==> config.mk <==
export PLATFORM = sky130hd
export DESIGN_NAME = axi2iob_rd
export DESIGN_NICKNAME = d
export VERILOG_FILES = /design/src/rtl/axi2iob_rd_pkg.sv /design/src/rtl/ar_burst_sequencer.sv /design/src/rtl/rd_beat_fifo.sv /design/src/rtl/r_channel_slice.sv /design/src/rtl/axi2iob_rd.sv
export VERILOG_INCLUDE_DIRS = /design/src /design/src/rtl
export SDC_FILE = /design/constraint.sdc
export NUM_CORES = 1
export LEC_CHECK = 0
export BUFFER_PORTS_ARGS = -buffer_cell sky130_fd_sc_hd__buf_4
export CAP_MARGIN = 20
export CORE_MARGIN = 2
export CORE_UTILIZATION = 57
export DETAILED_ROUTE_END_ITERATION = 6
export PLACE_DENSITY = 0.8
export REMOVE_ABC_BUFFERS = 1
export SYNTH_ARGS = -nofsm -noshare
export SYNTH_HDL_FRONTEND = slang
export SYNTH_HIERARCHICAL = 1
export SYNTH_SLANG_ARGS = --single-unit
export TNS_END_PERCENT = 30
==> constraint.sdc <==
create_clock -name clk_i -period 3.5 [get_ports clk_i]
set_input_delay 0.175 -clock clk_i [delete_from_list [all_inputs] [get_ports clk_i]]
set_output_delay 0.175 -clock clk_i [all_outputs]
set_load 0.05 [all_outputs]
==> src/rtl/axi2iob_rd_cfg.svh <==
// widths are fixed for a 32 bit IOb bus and the FIFO depth must be a power of two of 2 or more
`ifndef AXI2IOB_RD_CFG_SVH
`define AXI2IOB_RD_CFG_SVH

// bus widths
`define AXI2IOB_ADDR_W 32
`define AXI2IOB_DATA_W 32

// AXI read address channel fields
`define AXI2IOB_ID_W   8
`define AXI2IOB_LEN_W  8
`define AXI2IOB_SIZE_W 3

// rresp field
`define AXI2IOB_RESP_W 2

// returned beats held between the IOb side and the R channel
`define AXI2IOB_FIFO_DEPTH 4

`endif

==> src/rtl/axi2iob_rd_pkg.sv <==
// types for the read-only adapter and every burst is treated as INCR with rresp always OKAY
`default_nettype none

`include "axi2iob_rd_cfg.svh"

package axi2iob_rd_pkg;

  typedef logic [`AXI2IOB_ADDR_W-1:0] addr_t;
  typedef logic [`AXI2IOB_DATA_W-1:0] data_t;
  typedef logic [`AXI2IOB_ID_W-1:0]   axi_id_t;
  typedef logic [`AXI2IOB_LEN_W-1:0]  burst_len_t;
  typedef logic [`AXI2IOB_SIZE_W-1:0] burst_size_t;

  // burst sequencer states
  typedef enum logic [1:0] {
    SEQ_IDLE,
    SEQ_REQ,
    SEQ_WAIT
  } seq_state_e;

  typedef enum logic [`AXI2IOB_RESP_W-1:0] {
    RESP_OKAY   = 2'b00,
    RESP_EXOKAY = 2'b01,
    RESP_SLVERR = 2'b10,
    RESP_DECERR = 2'b11
  } axi_resp_e;

endpackage

`default_nettype wire

==> src/rtl/ar_burst_sequencer.sv <==
// one IOb read outstanding at a time and a request only goes out while the beat FIFO has room
`timescale 1ns/1ns
`default_nettype none

module ar_burst_sequencer (
  input  wire                               clk_i,
  input  wire                               arst_i,
  // AXI read address channel
  input  wire axi2iob_rd_pkg::axi_id_t      s_axi_arid_i,
  input  wire axi2iob_rd_pkg::addr_t        s_axi_araddr_i,
  input  wire axi2iob_rd_pkg::burst_len_t   s_axi_arlen_i,
  input  wire axi2iob_rd_pkg::burst_size_t  s_axi_arsize_i,
  input  wire                               s_axi_arvalid_i,
  output logic                              s_axi_arready_o,
  // IOb master, reads only
  output logic                              iob_avalid_o,
  output axi2iob_rd_pkg::addr_t             iob_addr_o,
  input  wire                               iob_ready_i,
  input  wire                               iob_rvalid_i,
  input  wire axi2iob_rd_pkg::data_t        iob_rdata_i,
  // beat FIFO write side
  input  wire                               fifo_full_i,
  output logic                              beat_push_o,
  output axi2iob_rd_pkg::data_t             beat_data_o,
  output axi2iob_rd_pkg::axi_id_t           beat_id_o,
  output logic                              beat_last_o
);

  import axi2iob_rd_pkg::*;

  seq_state_e  state_q;
  logic        arready_q;

  axi_id_t     id_q;
  addr_t       addr_q;
  burst_len_t  cnt_q;
  burst_size_t size_q;

  logic        ar_fire;
  logic        req_fire;
  logic        rsp_fire;

  assign ar_fire  = s_axi_arvalid_i & arready_q;
  assign req_fire = iob_avalid_o & iob_ready_i;
  assign rsp_fire = (state_q == SEQ_WAIT) & iob_rvalid_i;

  assign s_axi_arready_o = arready_q;

  // the FIFO only drains while a request waits, so avalid never drops once raised
  assign iob_avalid_o = (state_q == SEQ_REQ) & ~fifo_full_i;
  assign iob_addr_o   = addr_q;

  // returned word goes straight into the FIFO on the rvalid cycle
  assign beat_push_o = rsp_fire;
  assign beat_data_o = iob_rdata_i;
  assign beat_id_o   = id_q;
  assign beat_last_o = (cnt_q == '0);

  always_ff @(posedge clk_i or posedge arst_i) begin
    if (arst_i) begin
      state_q   <= SEQ_IDLE;
      arready_q <= 1'b0;
    end else begin
      case (state_q)
        SEQ_IDLE: begin
          arready_q <= ~ar_fire;
          if (ar_fire) begin
            state_q <= SEQ_REQ;
          end
        end
        SEQ_REQ: begin
          if (req_fire) begin
            state_q <= SEQ_WAIT;
          end
        end
        SEQ_WAIT: begin
          if (rsp_fire) begin
            if (beat_last_o) begin
              state_q   <= SEQ_IDLE;
              arready_q <= 1'b1;
            end else begin
              state_q <= SEQ_REQ;
            end
          end
        end
        default: begin
          state_q   <= SEQ_IDLE;
          arready_q <= 1'b0;
        end
      endcase
    end
  end

  // burst context
  always_ff @(posedge clk_i) begin
    if (ar_fire) begin
      id_q   <= s_axi_arid_i;
      addr_q <= s_axi_araddr_i;
      cnt_q  <= s_axi_arlen_i;
      size_q <= s_axi_arsize_i;
    end else begin
      // incrementing burst, step by bytes per beat
      if (req_fire) begin
        addr_q <= addr_q + (addr_t'(1) << size_q);
      end
      if (rsp_fire) begin
        cnt_q <= cnt_q - burst_len_t'(1);
      end
    end
  end

endmodule

`default_nettype wire

==> src/rtl/rd_beat_fifo.sv <==
// DEPTH must be a power of two of 2 or more and the writer must not push when full
`timescale 1ns/1ns
`default_nettype none

`include "axi2iob_rd_cfg.svh"

module rd_beat_fifo #(
  parameter int DEPTH = `AXI2IOB_FIFO_DEPTH
) (
  input  wire                           clk_i,
  input  wire                           arst_i,
  input  wire                           push_i,
  input  wire axi2iob_rd_pkg::data_t    push_data_i,
  input  wire axi2iob_rd_pkg::axi_id_t  push_id_i,
  input  wire                           push_last_i,
  input  wire                           pop_i,
  output logic                          full_o,
  output logic                          empty_o,
  output axi2iob_rd_pkg::data_t         head_data_o,
  output axi2iob_rd_pkg::axi_id_t       head_id_o,
  output logic                          head_last_o
);

  import axi2iob_rd_pkg::*;

  localparam int IDX_W = $clog2(DEPTH);
  localparam logic [IDX_W:0] PTR_ONE = 1;

  data_t   data_mem [DEPTH];
  axi_id_t id_mem   [DEPTH];
  logic    last_mem [DEPTH];

  // extra top bit tells a full ring from an empty one
  logic [IDX_W:0]   wr_ptr_q;
  logic [IDX_W:0]   rd_ptr_q;
  logic [IDX_W-1:0] wr_idx;
  logic [IDX_W-1:0] rd_idx;

  assign wr_idx = wr_ptr_q[IDX_W-1:0];
  assign rd_idx = rd_ptr_q[IDX_W-1:0];

  assign empty_o = (wr_ptr_q == rd_ptr_q);
  assign full_o  = (wr_ptr_q[IDX_W] != rd_ptr_q[IDX_W]) && (wr_idx == rd_idx);

  assign head_data_o = data_mem[rd_idx];
  assign head_id_o   = id_mem[rd_idx];
  assign head_last_o = last_mem[rd_idx];

  always_ff @(posedge clk_i or posedge arst_i) begin
    if (arst_i) begin
      wr_ptr_q <= '0;
      rd_ptr_q <= '0;
    end else begin
      if (push_i) begin
        wr_ptr_q <= wr_ptr_q + PTR_ONE;
      end
      if (pop_i) begin
        rd_ptr_q <= rd_ptr_q + PTR_ONE;
      end
    end
  end

  always_ff @(posedge clk_i) begin
    if (push_i) begin
      data_mem[wr_idx] <= push_data_i;
      id_mem[wr_idx]   <= push_id_i;
      last_mem[wr_idx] <= push_last_i;
    end
  end

endmodule

`default_nettype wire

==> src/rtl/r_channel_slice.sv <==
// single output register on the R channel and rresp is always OKAY
`timescale 1ns/1ns
`default_nettype none

module r_channel_slice (
  input  wire                           clk_i,
  input  wire                           arst_i,
  input  wire                           fifo_empty_i,
  input  wire axi2iob_rd_pkg::data_t    head_data_i,
  input  wire axi2iob_rd_pkg::axi_id_t  head_id_i,
  input  wire                           head_last_i,
  output logic                          beat_pop_o,
  input  wire                           s_axi_rready_i,
  output logic                          s_axi_rvalid_o,
  output axi2iob_rd_pkg::axi_id_t       s_axi_rid_o,
  output axi2iob_rd_pkg::data_t         s_axi_rdata_o,
  output logic                          s_axi_rlast_o,
  output axi2iob_rd_pkg::axi_resp_e     s_axi_rresp_o
);

  import axi2iob_rd_pkg::*;

  logic rvalid_q;

  // refill when the register is free or its beat leaves this cycle
  assign beat_pop_o = ~fifo_empty_i & (~rvalid_q | s_axi_rready_i);

  assign s_axi_rvalid_o = rvalid_q;
  assign s_axi_rresp_o  = RESP_OKAY;

  always_ff @(posedge clk_i or posedge arst_i) begin
    if (arst_i) begin
      rvalid_q <= 1'b0;
    end else if (beat_pop_o) begin
      rvalid_q <= 1'b1;
    end else if (s_axi_rready_i) begin
      rvalid_q <= 1'b0;
    end
  end

  // payload only moves on a pop, so it holds under back-pressure
  always_ff @(posedge clk_i) begin
    if (beat_pop_o) begin
      s_axi_rid_o   <= head_id_i;
      s_axi_rdata_o <= head_data_i;
      s_axi_rlast_o <= head_last_i;
    end
  end

endmodule

`default_nettype wire

==> src/rtl/axi2iob_rd.sv <==
// read-only AXI4 to IOb adapter with INCR bursts only and no error responses
`timescale 1ns/1ns
`default_nettype none

`include "axi2iob_rd_cfg.svh"

module axi2iob_rd (
  input  wire                               clk_i,
  input  wire                               arst_i,
  // AXI read address channel
  input  wire axi2iob_rd_pkg::axi_id_t      s_axi_arid_i,
  input  wire axi2iob_rd_pkg::addr_t        s_axi_araddr_i,
  input  wire axi2iob_rd_pkg::burst_len_t   s_axi_arlen_i,
  input  wire axi2iob_rd_pkg::burst_size_t  s_axi_arsize_i,
  input  wire                               s_axi_arvalid_i,
  output logic                              s_axi_arready_o,
  // AXI read data channel
  output axi2iob_rd_pkg::axi_id_t           s_axi_rid_o,
  output axi2iob_rd_pkg::data_t             s_axi_rdata_o,
  output axi2iob_rd_pkg::axi_resp_e         s_axi_rresp_o,
  output logic                              s_axi_rlast_o,
  output logic                              s_axi_rvalid_o,
  input  wire                               s_axi_rready_i,
  // IOb master
  output logic                              iob_avalid_o,
  output axi2iob_rd_pkg::addr_t             iob_addr_o,
  input  wire                               iob_ready_i,
  input  wire                               iob_rvalid_i,
  input  wire axi2iob_rd_pkg::data_t        iob_rdata_i
);

  import axi2iob_rd_pkg::*;

  logic    fifo_full;
  logic    fifo_empty;
  logic    beat_push;
  logic    beat_pop;
  data_t   beat_data;
  axi_id_t beat_id;
  logic    beat_last;
  data_t   head_data;
  axi_id_t head_id;
  logic    head_last;

  ar_burst_sequencer u_seq (
    .clk_i           (clk_i),
    .arst_i          (arst_i),
    .s_axi_arid_i    (s_axi_arid_i),
    .s_axi_araddr_i  (s_axi_araddr_i),
    .s_axi_arlen_i   (s_axi_arlen_i),
    .s_axi_arsize_i  (s_axi_arsize_i),
    .s_axi_arvalid_i (s_axi_arvalid_i),
    .s_axi_arready_o (s_axi_arready_o),
    .iob_avalid_o    (iob_avalid_o),
    .iob_addr_o      (iob_addr_o),
    .iob_ready_i     (iob_ready_i),
    .iob_rvalid_i    (iob_rvalid_i),
    .iob_rdata_i     (iob_rdata_i),
    .fifo_full_i     (fifo_full),
    .beat_push_o     (beat_push),
    .beat_data_o     (beat_data),
    .beat_id_o       (beat_id),
    .beat_last_o     (beat_last)
  );

  // decouples the IOb side from R channel stalls, beats may span two bursts
  rd_beat_fifo #(
    .DEPTH (`AXI2IOB_FIFO_DEPTH)
  ) u_fifo (
    .clk_i       (clk_i),
    .arst_i      (arst_i),
    .push_i      (beat_push),
    .push_data_i (beat_data),
    .push_id_i   (beat_id),
    .push_last_i (beat_last),
    .pop_i       (beat_pop),
    .full_o      (fifo_full),
    .empty_o     (fifo_empty),
    .head_data_o (head_data),
    .head_id_o   (head_id),
    .head_last_o (head_last)
  );

  r_channel_slice u_slice (
    .clk_i          (clk_i),
    .arst_i         (arst_i),
    .fifo_empty_i   (fifo_empty),
    .head_data_i    (head_data),
    .head_id_i      (head_id),
    .head_last_i    (head_last),
    .beat_pop_o     (beat_pop),
    .s_axi_rready_i (s_axi_rready_i),
    .s_axi_rvalid_o (s_axi_rvalid_o),
    .s_axi_rid_o    (s_axi_rid_o),
    .s_axi_rdata_o  (s_axi_rdata_o),
    .s_axi_rlast_o  (s_axi_rlast_o),
    .s_axi_rresp_o  (s_axi_rresp_o)
  );

endmodule

`default_nettype wire

== Word level (Yosys, flattened, before mapping) ==
Memories as Yosys holds them, arrays and structs flattened. A register that Yosys moved wholly into a read port is not among the register bits.
Cells that the tools add are included.

* Register bits after elaboration: 61
* Latch bits: 0
* RAM bits: 164
* Memory bits (read-only): 0
* Input port bits: 89
* Output and inout bits: 78
* Logic and storage cells: 61
* Memories: 3

* $add $sub $neg: 4
* Multiply operators: 0
* Div/mod/pow operators: 0
* Magnitude comparators: 0
* Equal/unequal tests: 9
* Shift-type cells: 1
* Multiplexer cells: 16
* Bitwise operators: 11
* Reductions and logical operators: 8

{| class="wikitable"
|+ Memory list
! name !! depth !! width !! read ports !! clocked after memory_dff !! write ports !! RTL line !! source
|-
| u_fifo.data_mem || 4 || 32 || 1 || 1 || 1 || rd_beat_fifo.sv:29 || <nowiki>data_t data_mem [DEPTH];</nowiki>
|-
| u_fifo.id_mem || 4 || 8 || 1 || 1 || 1 || rd_beat_fifo.sv:30 || <nowiki>axi_id_t id_mem [DEPTH];</nowiki>
|-
| u_fifo.last_mem || 4 || 1 || 1 || 1 || 1 || rd_beat_fifo.sv:31 || <nowiki>logic last_mem [DEPTH];</nowiki>
|}

{| class="wikitable"
|+ Operators with widths
! cell !! count
|-
| $mux W32 || 2
|-
| $add A32 B32 Y32 || 1
|-
| $shl A1 B3 Y32 const A || 1
|-
| $mux W8 || 2
|-
| $logic_not A8 Y1 || 1
|-
| $sub A8 B1 Y8 const B || 1
|-
| $mux W1 || 7
|-
| $add A3 B1 Y3 const B || 2
|-
| $mux W2 || 3
|-
| $ne A2 B1 Y1 const B || 3
|-
| $pmux W2 S3 || 1
|-
| $reduce_and A3 Y1 || 2
|-
| $reduce_bool A2 Y1 || 3
|-
| $and A1 B1 Y1 || 5
|-
| $not A1 Y1 || 5
|-
| $eq A3 B3 Y1 || 1
|-
| $pmux W1 S3 || 1
|-
| $eq A2 B1 Y1 const B || 1
|-
| $eq A2 B2 Y1 || 1
|-
| $eq A2 B2 Y1 const B || 1
|-
| $logic_not A2 Y1 || 1
|-
| $ne A2 B2 Y1 const B || 1
|-
| $logic_and A1 B1 Y1 || 1
|-
| $ne A1 B1 Y1 || 1
|-
| $or A1 B1 Y1 || 1
|}

== Longest topological paths before layout ==
Gate-level depths: netlist (run 1).

* Depth in word-level cells: 7
* Gate-level depth with buffers: 9
* Depth with buffers taken out: 8

== By module ==
Netlist (run 1), hierarchy kept.

{| class="wikitable"
|+ By module, submodules not included
! module !! instances !! cells each !! area an instance (um2) !! seq. area each (um2)
|-
| rd_beat_fifo || 1 || 246 || 6322.3 || 5074.9
|-
| ar_burst_sequencer || 1 || 342 || 3450.8 || 1606.5
|-
| r_channel_slice || 1 || 50 || 1303.8 || 1256.2
|}

== Worst setup path before layout (run 1) ==
Ideal clock, no wire load.

* Path type: register to register
* Start point: reg u_fifo.rd_ptr_q[0]
* End point: reg u_seq.addr_q[0], in the netlist u_seq/iob_addr_o[0] (enable)
* Setup time: 0.389 ns
* Arrival: 3.076 ns
* Required time: 3.111 ns
* Slack: 0.035 ns
* Stages on the path, launching flop included: 8
* Buffers on the path: 2
* Period minus slack after synthesis: 3.465 ns
* Cell sequence: dfrtp_1 buf_6 buf_12 xor2_1 nor3_1 nor3b_1 nand2_1 nand2_1

* Word-level cells in the longest chain between the ends: 6

{| class="wikitable"
|+ Ends and longest elaborated chain
! what !! RTL line !! source
|-
| from (decl) || rd_beat_fifo.sv:35 || <nowiki>logic [IDX_W:0] rd_ptr_q;</nowiki>
|-
| from (signal assigned) || rd_beat_fifo.sv:58 || <nowiki>rd_ptr_q <= rd_ptr_q + PTR_ONE;</nowiki>
|-
| $eq A2 B2 Y1 || rd_beat_fifo.sv:43 || <nowiki>assign full_o = (wr_ptr_q[IDX_W] != rd_ptr_q[IDX_W]) && (wr_idx == rd_idx);</nowiki>
|-
| $logic_and A1 B1 Y1 || rd_beat_fifo.sv:43 ||
|-
| net fifo_full || axi2iob_rd.sv:34 || <nowiki>logic fifo_full;</nowiki>
|-
| $not A1 Y1 || ar_burst_sequencer.sv:50 || <nowiki>assign iob_avalid_o = (state_q == SEQ_REQ) & ~fifo_full_i;</nowiki>
|-
| $and A1 B1 Y1 || ar_burst_sequencer.sv:50 ||
|-
| net iob_avalid_o || axi2iob_rd.sv:25 || <nowiki>output logic iob_avalid_o,</nowiki>
|-
| $and A1 B1 Y1 || ar_burst_sequencer.sv:44 || <nowiki>assign req_fire = iob_avalid_o & iob_ready_i;</nowiki>
|-
| $reduce_bool A2 Y1 (no source line) || -- ||
|-
| to (signal assigned) || ar_burst_sequencer.sv:98 || <nowiki>addr_q <= s_axi_araddr_i;</nowiki>
|-
| to (signal assigned) || ar_burst_sequencer.sv:104 || <nowiki>addr_q <= addr_q + (addr_t'(1) << size_q);</nowiki>
|-
| to (decl) || ar_burst_sequencer.sv:35 || <nowiki>addr_t addr_q;</nowiki>
|}

The timed path passes the listed nets, and every way through them passes these cells.
A chain may end at the register's enable or synchronous reset.

== Worst setup path after layout (run 1) ==
* Start point: reg u_seq.size_q[1]
* End point: reg u_seq.addr_q[29], in the netlist u_seq/iob_addr_o[29], data pin

* Word-level cells in the longest chain between the ends: 4

{| class="wikitable"
|+ Ends and longest elaborated chain
! what !! RTL line !! source
|-
| from (decl) || ar_burst_sequencer.sv:37 || <nowiki>burst_size_t size_q;</nowiki>
|-
| from (signal assigned) || ar_burst_sequencer.sv:100 || <nowiki>size_q <= s_axi_arsize_i;</nowiki>
|-
| $shl A1 B3 Y32 || ar_burst_sequencer.sv:104 ||
|-
| $add A32 B32 Y32 || ar_burst_sequencer.sv:104 ||
|-
| $mux W32 || ar_burst_sequencer.sv:103 || <nowiki>if (req_fire) begin</nowiki>
|-
| $mux W32 || ar_burst_sequencer.sv:96 || <nowiki>if (ar_fire) begin</nowiki>
|}

No other way between the ends. The select of a mux whose other input is x is not followed.

==> reports/metrics.yaml, run 1 <==
run_status: "complete, no violations"
flow.area_growth_from_synthesis_pct: 27.62
cp_cell_sequence: "nor3b_1 -> ha_1 -> a211oi_1 -> o21bai_1 -> o211ai_1 -> buf_4 -> or4_1 -> a31oi_1"
grt_use_total: 0.2221
drc_errors: 0
cp_slowest_cell: "edfxtp_1"
final_nets: 986
io_pins: 167
detail_route.wl_per_cell_um: 19.69
fin_skew_ps: 10.50
synth_warnings: 6
postCtsSetupBuffers: 0
synth_area_leaders: "edfxtp_1 69%, mux4_2 7.7%, buf_4 2.3%"
ctsHtreeMaxLevel: 1
grt_pass1_vias: 6723
period_needed_ps: 2770
multiInputGateArea_um2: 2684
antenna_found_initial: 0
cp_max_fo: 17
detail-route-antenna-nets: 0
cp-start-kind: "register"
grt_pass1_wl_um: 34870
post_drt_via_cell_ratio: 5.588
cap_violations: 0
gp_congestion: 0.9238
synth_edf_count: 256
worstHoldPathType: "input pin to register"
clk_pin_slew_worst_paths_ps: 60
max_freq_mhz: 360.9
rows: 50
ys_seq_elements: 266
clk_latency_ps: 520
grt_overflow: 0
vias: 6471
core_um2: 18890
finalPower_mw: 12.55
placed_area_um2: 12380
drt_first_pass_iters: 5
initial_core_util: 0.5863
drtIter0Drc: 413
yosys.area.top_type: "edfxtp_1"
regArea_um2: 7943
worstPathArrival_ps: 3140
nFillCells: 1122
fin_crit_sh: 0.7916
powerDensity_nw_per_um2: 887.9
yosysTopAreaCellShare: 0.6940
hold_violations: 0
rsz0062_at_grt: "no"
synth_ff_type: "edfxtp_1"
n_antenna_cell: 0
worstSetupEndpointType: "register"
max-clock-path-buffers: 3
syn-instance-count: 638
portBuffers: 164
synth_area_um2: 11080
maxSlewHeadroom: 0.3913
cts.sinks: 266
worstMarginPinSlew_ps: 900.4
drive_gt1_frac: 0.3085
syn_avg_cell_area_um2: 17.36
place_hpwl_um: 13960
final_area_um2: 14140
synth_cell_types: 56
dieArea_um2: 20560
tritoncts: "done"
drt-total-wl_um: 22800
synth_seq_area_share: 0.7166
ir_drop_uv: 630.9
die_w_um: 143.4
cts_buffers: 27
cpPeakStageDelay_ps: 480
clock-root-buffer: "clkbuf_16"
crit_type: "register to register"
setup_viol_count_final: 0
grt_max_degree: 45
synthArstFlopShare: 0.03759
drv_slew: 0
leakage_nw: 5.096
fp.dieH_um: 143.4
worstPathRequired_ps: 3870
==> where the power goes <==
group	switching, mW	internal (mW)	total, mW
logic	3.09	1.61	4.70
registers	0.497	4.48	4.98
clock network	1.16	1.72	2.88
total	4.74	7.81	12.6
==> cell usage after synthesis, drive strengths merged, types with 4 or more instances <==
| library cell | number |
|---|---|
| o21ai | 30 |
| nand3 | 7 |
| or3 | 8 |
| nor2 | 19 |
| buf | 46 |
| and2 | 6 |
| inv | 13 |
| a21oi | 13 |
| nand4 | 4 |
| nor3 | 5 |
| a31oi | 9 |
| a21o | 6 |
| a2111oi | 4 |
| and3 | 4 |
| dfrtp | 10 |
| xnor2 | 19 |
| xor2 | 12 |
| or4 | 5 |
| a211oi | 7 |
| edfxtp | 256 |
| ha | 15 |
| nand2 | 48 |
| nor3b | 5 |
| clkbuf | 10 |
| mux4 | 41 |
==> flip-flops by register name (all words and copies together) (netlist names) <==
register / cells
u_seq/iob_addr_o: 32
u_seq/s_axi_arready_o: 1
u_slice/s_axi_rlast_o: 1
u_seq/cnt_q: 8
u_fifo/wr_ptr_q: 3
u_seq/state_q: 2
u_slice/s_axi_rdata_o: 32
u_slice/s_axi_rid_o: 8
u_slice/s_axi_rvalid_o: 1
u_fifo/data_mem: 128
u_fifo/rd_ptr_q: 3
u_seq/size_q: 3
u_seq/beat_id_o: 8
u_fifo/last_mem: 4
u_fifo/id_mem: 32
==> layout by cell type, fill, tap and decap left out, types with 5 or more instances in the layout <==
master	count
a211oi_1	7
a21o_1	6
a21oi_1	12
a31oi_1	9
buf_4	181
clkbuf_16	27
clkinv_1	5
clkinvlp_4	5
dfrtp_1	8
dlygate4sd3_1	87
edfxtp_1	256
ha_1	15
inv_1	13
mux4_2	38
nand2_1	48
nand3_1	7
nor2_1	19
nor3_1	5
nor3b_1	5
o21ai_0	29
or3_1	8
xnor2_1	19
xor2_1	12
==> per-stage QoR <==
stage / hold WS [ps] / instances / setup slack [ps] / utilization / setup TNS [ps]
final: 26.05 / 1158 / 729.5 / 0.7482 / 0
after global placement: 39.98 / 1025 / 939.1 / 0.6554 / 0
after CTS: 1.560 / 1158 / 756.3 / 0.7482 / 0
after floorplan: -96.29 / 583 / -1118 / - / -47030
after detailed placement: 37.67 / 1025 / 783.6 / 0.6554 / 0
after global routing: 49.13 / 1158 / 501.1 / 0.7482 / 0
==> cells by family (layout without fill, tap and decap cells) <==
kind of cell | after synthesis | after routing | synth area share
compound gates | 85 | 85 | 0.05252
xor+xnor | 31 | 31 | 0.02451
fa+ha+maj | 16 | 16 | 0.01875
buf+inv | 70 | 329 | 0.04258
flops | 266 | 266 | 0.7166
mux | 42 | 42 | 0.08540
other cells | 1 | 2 | 0.0003385
simple gates | 127 | 127 | 0.05930
==> path summary, 6_finish.rpt <==
check                                          startpoint                                  to  slack [ps]  cells past startpoint
setup reg to reg                u_seq/size_q[1]$_DFFE_PP_      u_seq/iob_addr_o[29]$_DFFE_PP_         730                      8
max in group asynchronous                          arst_i      u_fifo/rd_ptr_q[0]$_DFFE_PP0P_        3100                      3
hold reg to reg            u_fifo/wr_ptr_q[2]$_DFFE_PP0P_      u_fifo/wr_ptr_q[2]$_DFFE_PP0P_         500                      1
min in group asynchronous                          arst_i  u_slice/s_axi_rvalid_o$_DFFE_PP0P_          50                      3
hold / removal                         s_axi_araddr_i[29]      u_seq/iob_addr_o[29]$_DFFE_PP_          30                      3
setup / recovery                u_seq/size_q[1]$_DFFE_PP_      u_seq/iob_addr_o[29]$_DFFE_PP_         730                      8
==> critical path: cells and delay by family, from the launching register on <==
family                     cells  cell delay (ps)
and+or+nand+nor                2              900
AOI/OAI and AO/OA              4              760
adders and majority gates      1              260
DFF                            1              480
buffers and inverters          1              210
==> routing by layer <==
metal  GRT usage  vias to the layer above  wire length [um]
li1            -                     2947                 -
met1      0.2937                     3222              9441
met2      0.3870                      272             11450
met3     0.03632                       30              1553
met4     0.05934                        0               354
met5           0                        -                 0
==> cell type report <==
class,count,share of cell area
sequential,266,0.5619
multi-input combinational,303,0.1899
timing repair buffer,269,0.1591
clock buffer,32,0.04983
tap,260,0.02301
clock inverter,14,0.01257
inverter,14,0.003717
==> what timing repair did <==
action / in CTS / in global routing
endpoints found under the hold margin: 191 / 0
hold buffers: 87 / 0
gates resized for setup: 0 / 0
(Power assumes the default switching activity.)
==> inputs of run 2 (changes only) <==
--- a/config.mk
+++ b/config.mk
@@ -6,10 +6,11 @@
 export SDC_FILE = /design/constraint.sdc
 export NUM_CORES = 1
 export LEC_CHECK = 0
+export ABC_AREA = 1
 export BUFFER_PORTS_ARGS = -buffer_cell sky130_fd_sc_hd__buf_4
 export CAP_MARGIN = 20
 export CORE_MARGIN = 2
-export CORE_UTILIZATION = 57
+export CORE_UTILIZATION = 58
 export DETAILED_ROUTE_END_ITERATION = 6
 export PLACE_DENSITY = 0.8
 export REMOVE_ABC_BUFFERS = 1
==> constraint.sdc (replaced) <==
create_clock -name clk_i -period 2.7 [get_ports clk_i]
set_input_delay 0.135 -clock clk_i [delete_from_list [all_inputs] [get_ports clk_i]]
set_output_delay 0.135 -clock clk_i [all_outputs]
set_load 0.05 [all_outputs]
==> run 2 against run 1 <==
Effect of this change:
- via count rose by 28%
- wire length increased by 11%
- register-to-register slack got worse by 360 ps
- hold slack gained 12 ps
- first-iteration DRC count is 43% higher
- clock skew grew 1.4 ps
- die area increased by 9.1%
- combinational power increased by 47%
- clock power grew 20%
- count of clock-buffer cells in the layout increased by 5
- largest cell class unchanged
==> reports/metrics.yaml, run 2 <==
run_status: "complete, no violations"
antenna_found_initial: 0
wl_met3_um: 2041
m1WireLength_um: 9946
yosys.area.top_type: "edfxtp_1"
synth_cell_types: 43
fin_crit_sh: 0.8615
ir_drop_uv: 822.7
synthArstFlopShare: 0.03759
max_freq_mhz: 429.9
gp_congestion: 0.8853
synth_area_um2: 12330
timing.rr.start: "u_seq/size_q[1]$_DFFE_PP_"
synth_edf_count: 256
worstPathArrival_ps: 2600
clk_pin_slew_worst_paths_ps: 60
cts_buffers: 27
dp_cells: 1461
fin_tns_setup_ps: 0
route.met2.wl_um: 12910
ys_seq_elements: 266
grt_use_total: 0.2254
cap_violations: 0
initial_core_util: 0.5885
worstPathRequired_ps: 2970
postCtsSetupBuffers: 0
nFillCells: 1392
dieArea_um2: 22440
maxUsedRoutingLayer: "met4"
largest_reg_flops: 128
drc_errors: 0
syn-instance-count: 1076
cts_resized: 0
clock-root-buffer: "clkbuf_16"
synth_seq_area_share: 0.6437
die_w_um: 149.8
ctsHtreeMaxLevel: 1
hold_violations: 0
io_pins: 167
r2r_setup_slack_ps: 370
fp.dieH_um: 149.8
detail_route.wl_per_cell_um: 15.79
finalPower_mw: 16.82
maxSlewHeadroom: 0.3703
rsz0062_at_grt: "no"
reg2reg_to: "u_seq/iob_addr_o[18]$_DFFE_PP_"
yosysMostFrequentCell: "nand2_1"
final_cell_mix: "311 x nand2_1, 256 x edfxtp_1, 175 x buf_4"
drt_first_pass_iters: 5
worstSetupEndpointType: "register"
place_ws_ps: 414.9
period_needed_ps: 2326
layout_setup_ws_ps: 374.0
clk_latency_ps: 520
drt-total-wl_um: 25200
tritoncts: "done"
synth_ff_type: "edfxtp_1"
synth_area_leaders: "edfxtp_1 62%, nand2_1 9.5%, o211ai_2 5.2%"
post_drt_via_cell_ratio: 5.179
cts.sinks: 266
setup_viol_count_final: 0
detail-route-antenna-nets: 0
rr_worst_depth: 12
drv_slew: 0
max-clock-path-buffers: 3
grt_overflow: 0
leakage_nw: 6.350
grt_max_degree: 167
grt_pass1_wl_um: 39820
layout.cells.non_filler: 1596
fin_skew_ps: 11.92
vias: 8266
worstHoldPathType: "input pin to asynchronous set/reset pin"
final_nets: 1406
grt_pass1_vias: 8303
place_hpwl_um: 15600
crit_type: "register to register"
fin_util: 0.7256
yosysTopAreaCellShare: 0.6234
regMostFlops: "u_fifo/data_mem"
cp_max_fo: 5
drtIter0Drc: 590
n_antenna_cell: 0
syn_avg_cell_area_um2: 11.46
portBuffers: 164
worstMarginPinSlew_ps: 944.6
final_common_cell: "nand2_1"
rows: 53
cp-start-kind: "register"
drive_gt1_frac: 0.2339
core_um2: 20960
flow.area_growth_from_synthesis_pct: 23.30
powerDensity_nw_per_um2: 1106
synth_common_cells: "311 x nand2_1, 256 x edfxtp_1, 135 x inv_1"
synth_warnings: 6
==> run 2: cell types whose count changed after synthesis, moves of 15 or more <==
cell | previous run | this run
nand2_1 | 48 | 311
nor2_1 | 19 | 40
inv_1 | 13 | 135
mux4_2 | 38 | 0
nand3_1 | 7 | 48
nand2_2 | 0 | 17
o21ai_0 | 29 | 14
xnor2_1 | 19 | 4
o211ai_1 | 3 | 31
o211ai_2 | 0 | 51
==> run 2: layer usage <==
metal | up-vias | global-route usage
li1 | 4058 | -
met5 | - | 0
met3 | 33 | 0.04451
met4 | 0 | 0.03821
met2 | 312 | 0.4121
met1 | 3863 | 0.2823
==> run 2: worst max-delay path: stages (launching register included) <==
cell	delay, ps
edfxtp_1	450
nor3_1	260
ha_1	230
fa_1	200
nand2_1	110
nand2_1	90
nand3b_1	80
nand2_1	190
nand2_1	100
nand2_1	150
nand3_1	90
nand3_1	90
nand2_1	50
==> run 2: what timing repair did <==
| action | in CTS | in global routing |
|---|---|---|
| endpoints found under the setup margin | 0 | 0 |
| hold buffers | 86 | 0 |
| endpoints found under the hold margin | 191 | 0 |
==> run 2: per-stage QoR <==
step                      instance area (um^2)  hold WS [ps]
after floorplan                          11770        -136.3
after global placement                   13520        -3.679
after detailed placement                 13520        -2.441
after CTS                                15200         18.68
after global routing                     15200         32.66
final                                    15200         38.11
==> run 2: final cells by class <==
type	instances	area, um^2	share of cell area
inverter	147	559.3	0.03678
timing repair buffer	265	2255	0.1483
clock buffer	37	713.2	0.04691
clock inverter	12	107.6	0.007077
multi-input combinational	594	3283	0.2159
tap	275	344.1	0.02263
sequential	266	7943	0.5224
==> run 2: logic make-up after synthesis <==
logic type	count (synthesis)	synth area share
other	1	0.0003041
AO/OA/AOI/OAI	111	0.08401
adder cells (fa/ha/maj)	16	0.01684
buffers and inverters	217	0.09101
flip-flops	266	0.6437
AND/OR/NAND/NOR	456	0.1578
XOR/XNOR	9	0.006392
==> run 2: worst max-delay path by stage <==
stage                                    from                             end  slack [ps]  cells past startpoint
2_1_floorplan  u_fifo/rd_ptr_q[0]$_DFFE_PP0P_   u_seq/iob_addr_o[0]$_DFFE_PP_       -3310                      6
3_3_place_gp        u_seq/size_q[1]$_DFFE_PP_  u_seq/iob_addr_o[26]$_DFFE_PP_         530                     13
3_5_place_dp        u_seq/size_q[0]$_DFFE_PP_  u_seq/iob_addr_o[18]$_DFFE_PP_         410                     12
4_1_cts             u_seq/size_q[0]$_DFFE_PP_  u_seq/iob_addr_o[18]$_DFFE_PP_         400                     12
5_1_grt             u_seq/size_q[0]$_DFFE_PP_  u_seq/iob_addr_o[18]$_DFFE_PP_         140                     12
6_report            u_seq/size_q[1]$_DFFE_PP_  u_seq/iob_addr_o[18]$_DFFE_PP_         370                     12
==> run 2: power by group <==
part | total (mW) | internal, mW | switching [mW] | leakage, nW
registers | 6.44 | 5.81 | 0.631 | 2.48
clock network | 3.45 | 2.03 | 1.42 | 0.400
logic | 6.92 | 2.10 | 4.83 | 3.47
total | 16.8 | 9.94 | 6.88 | 6.35
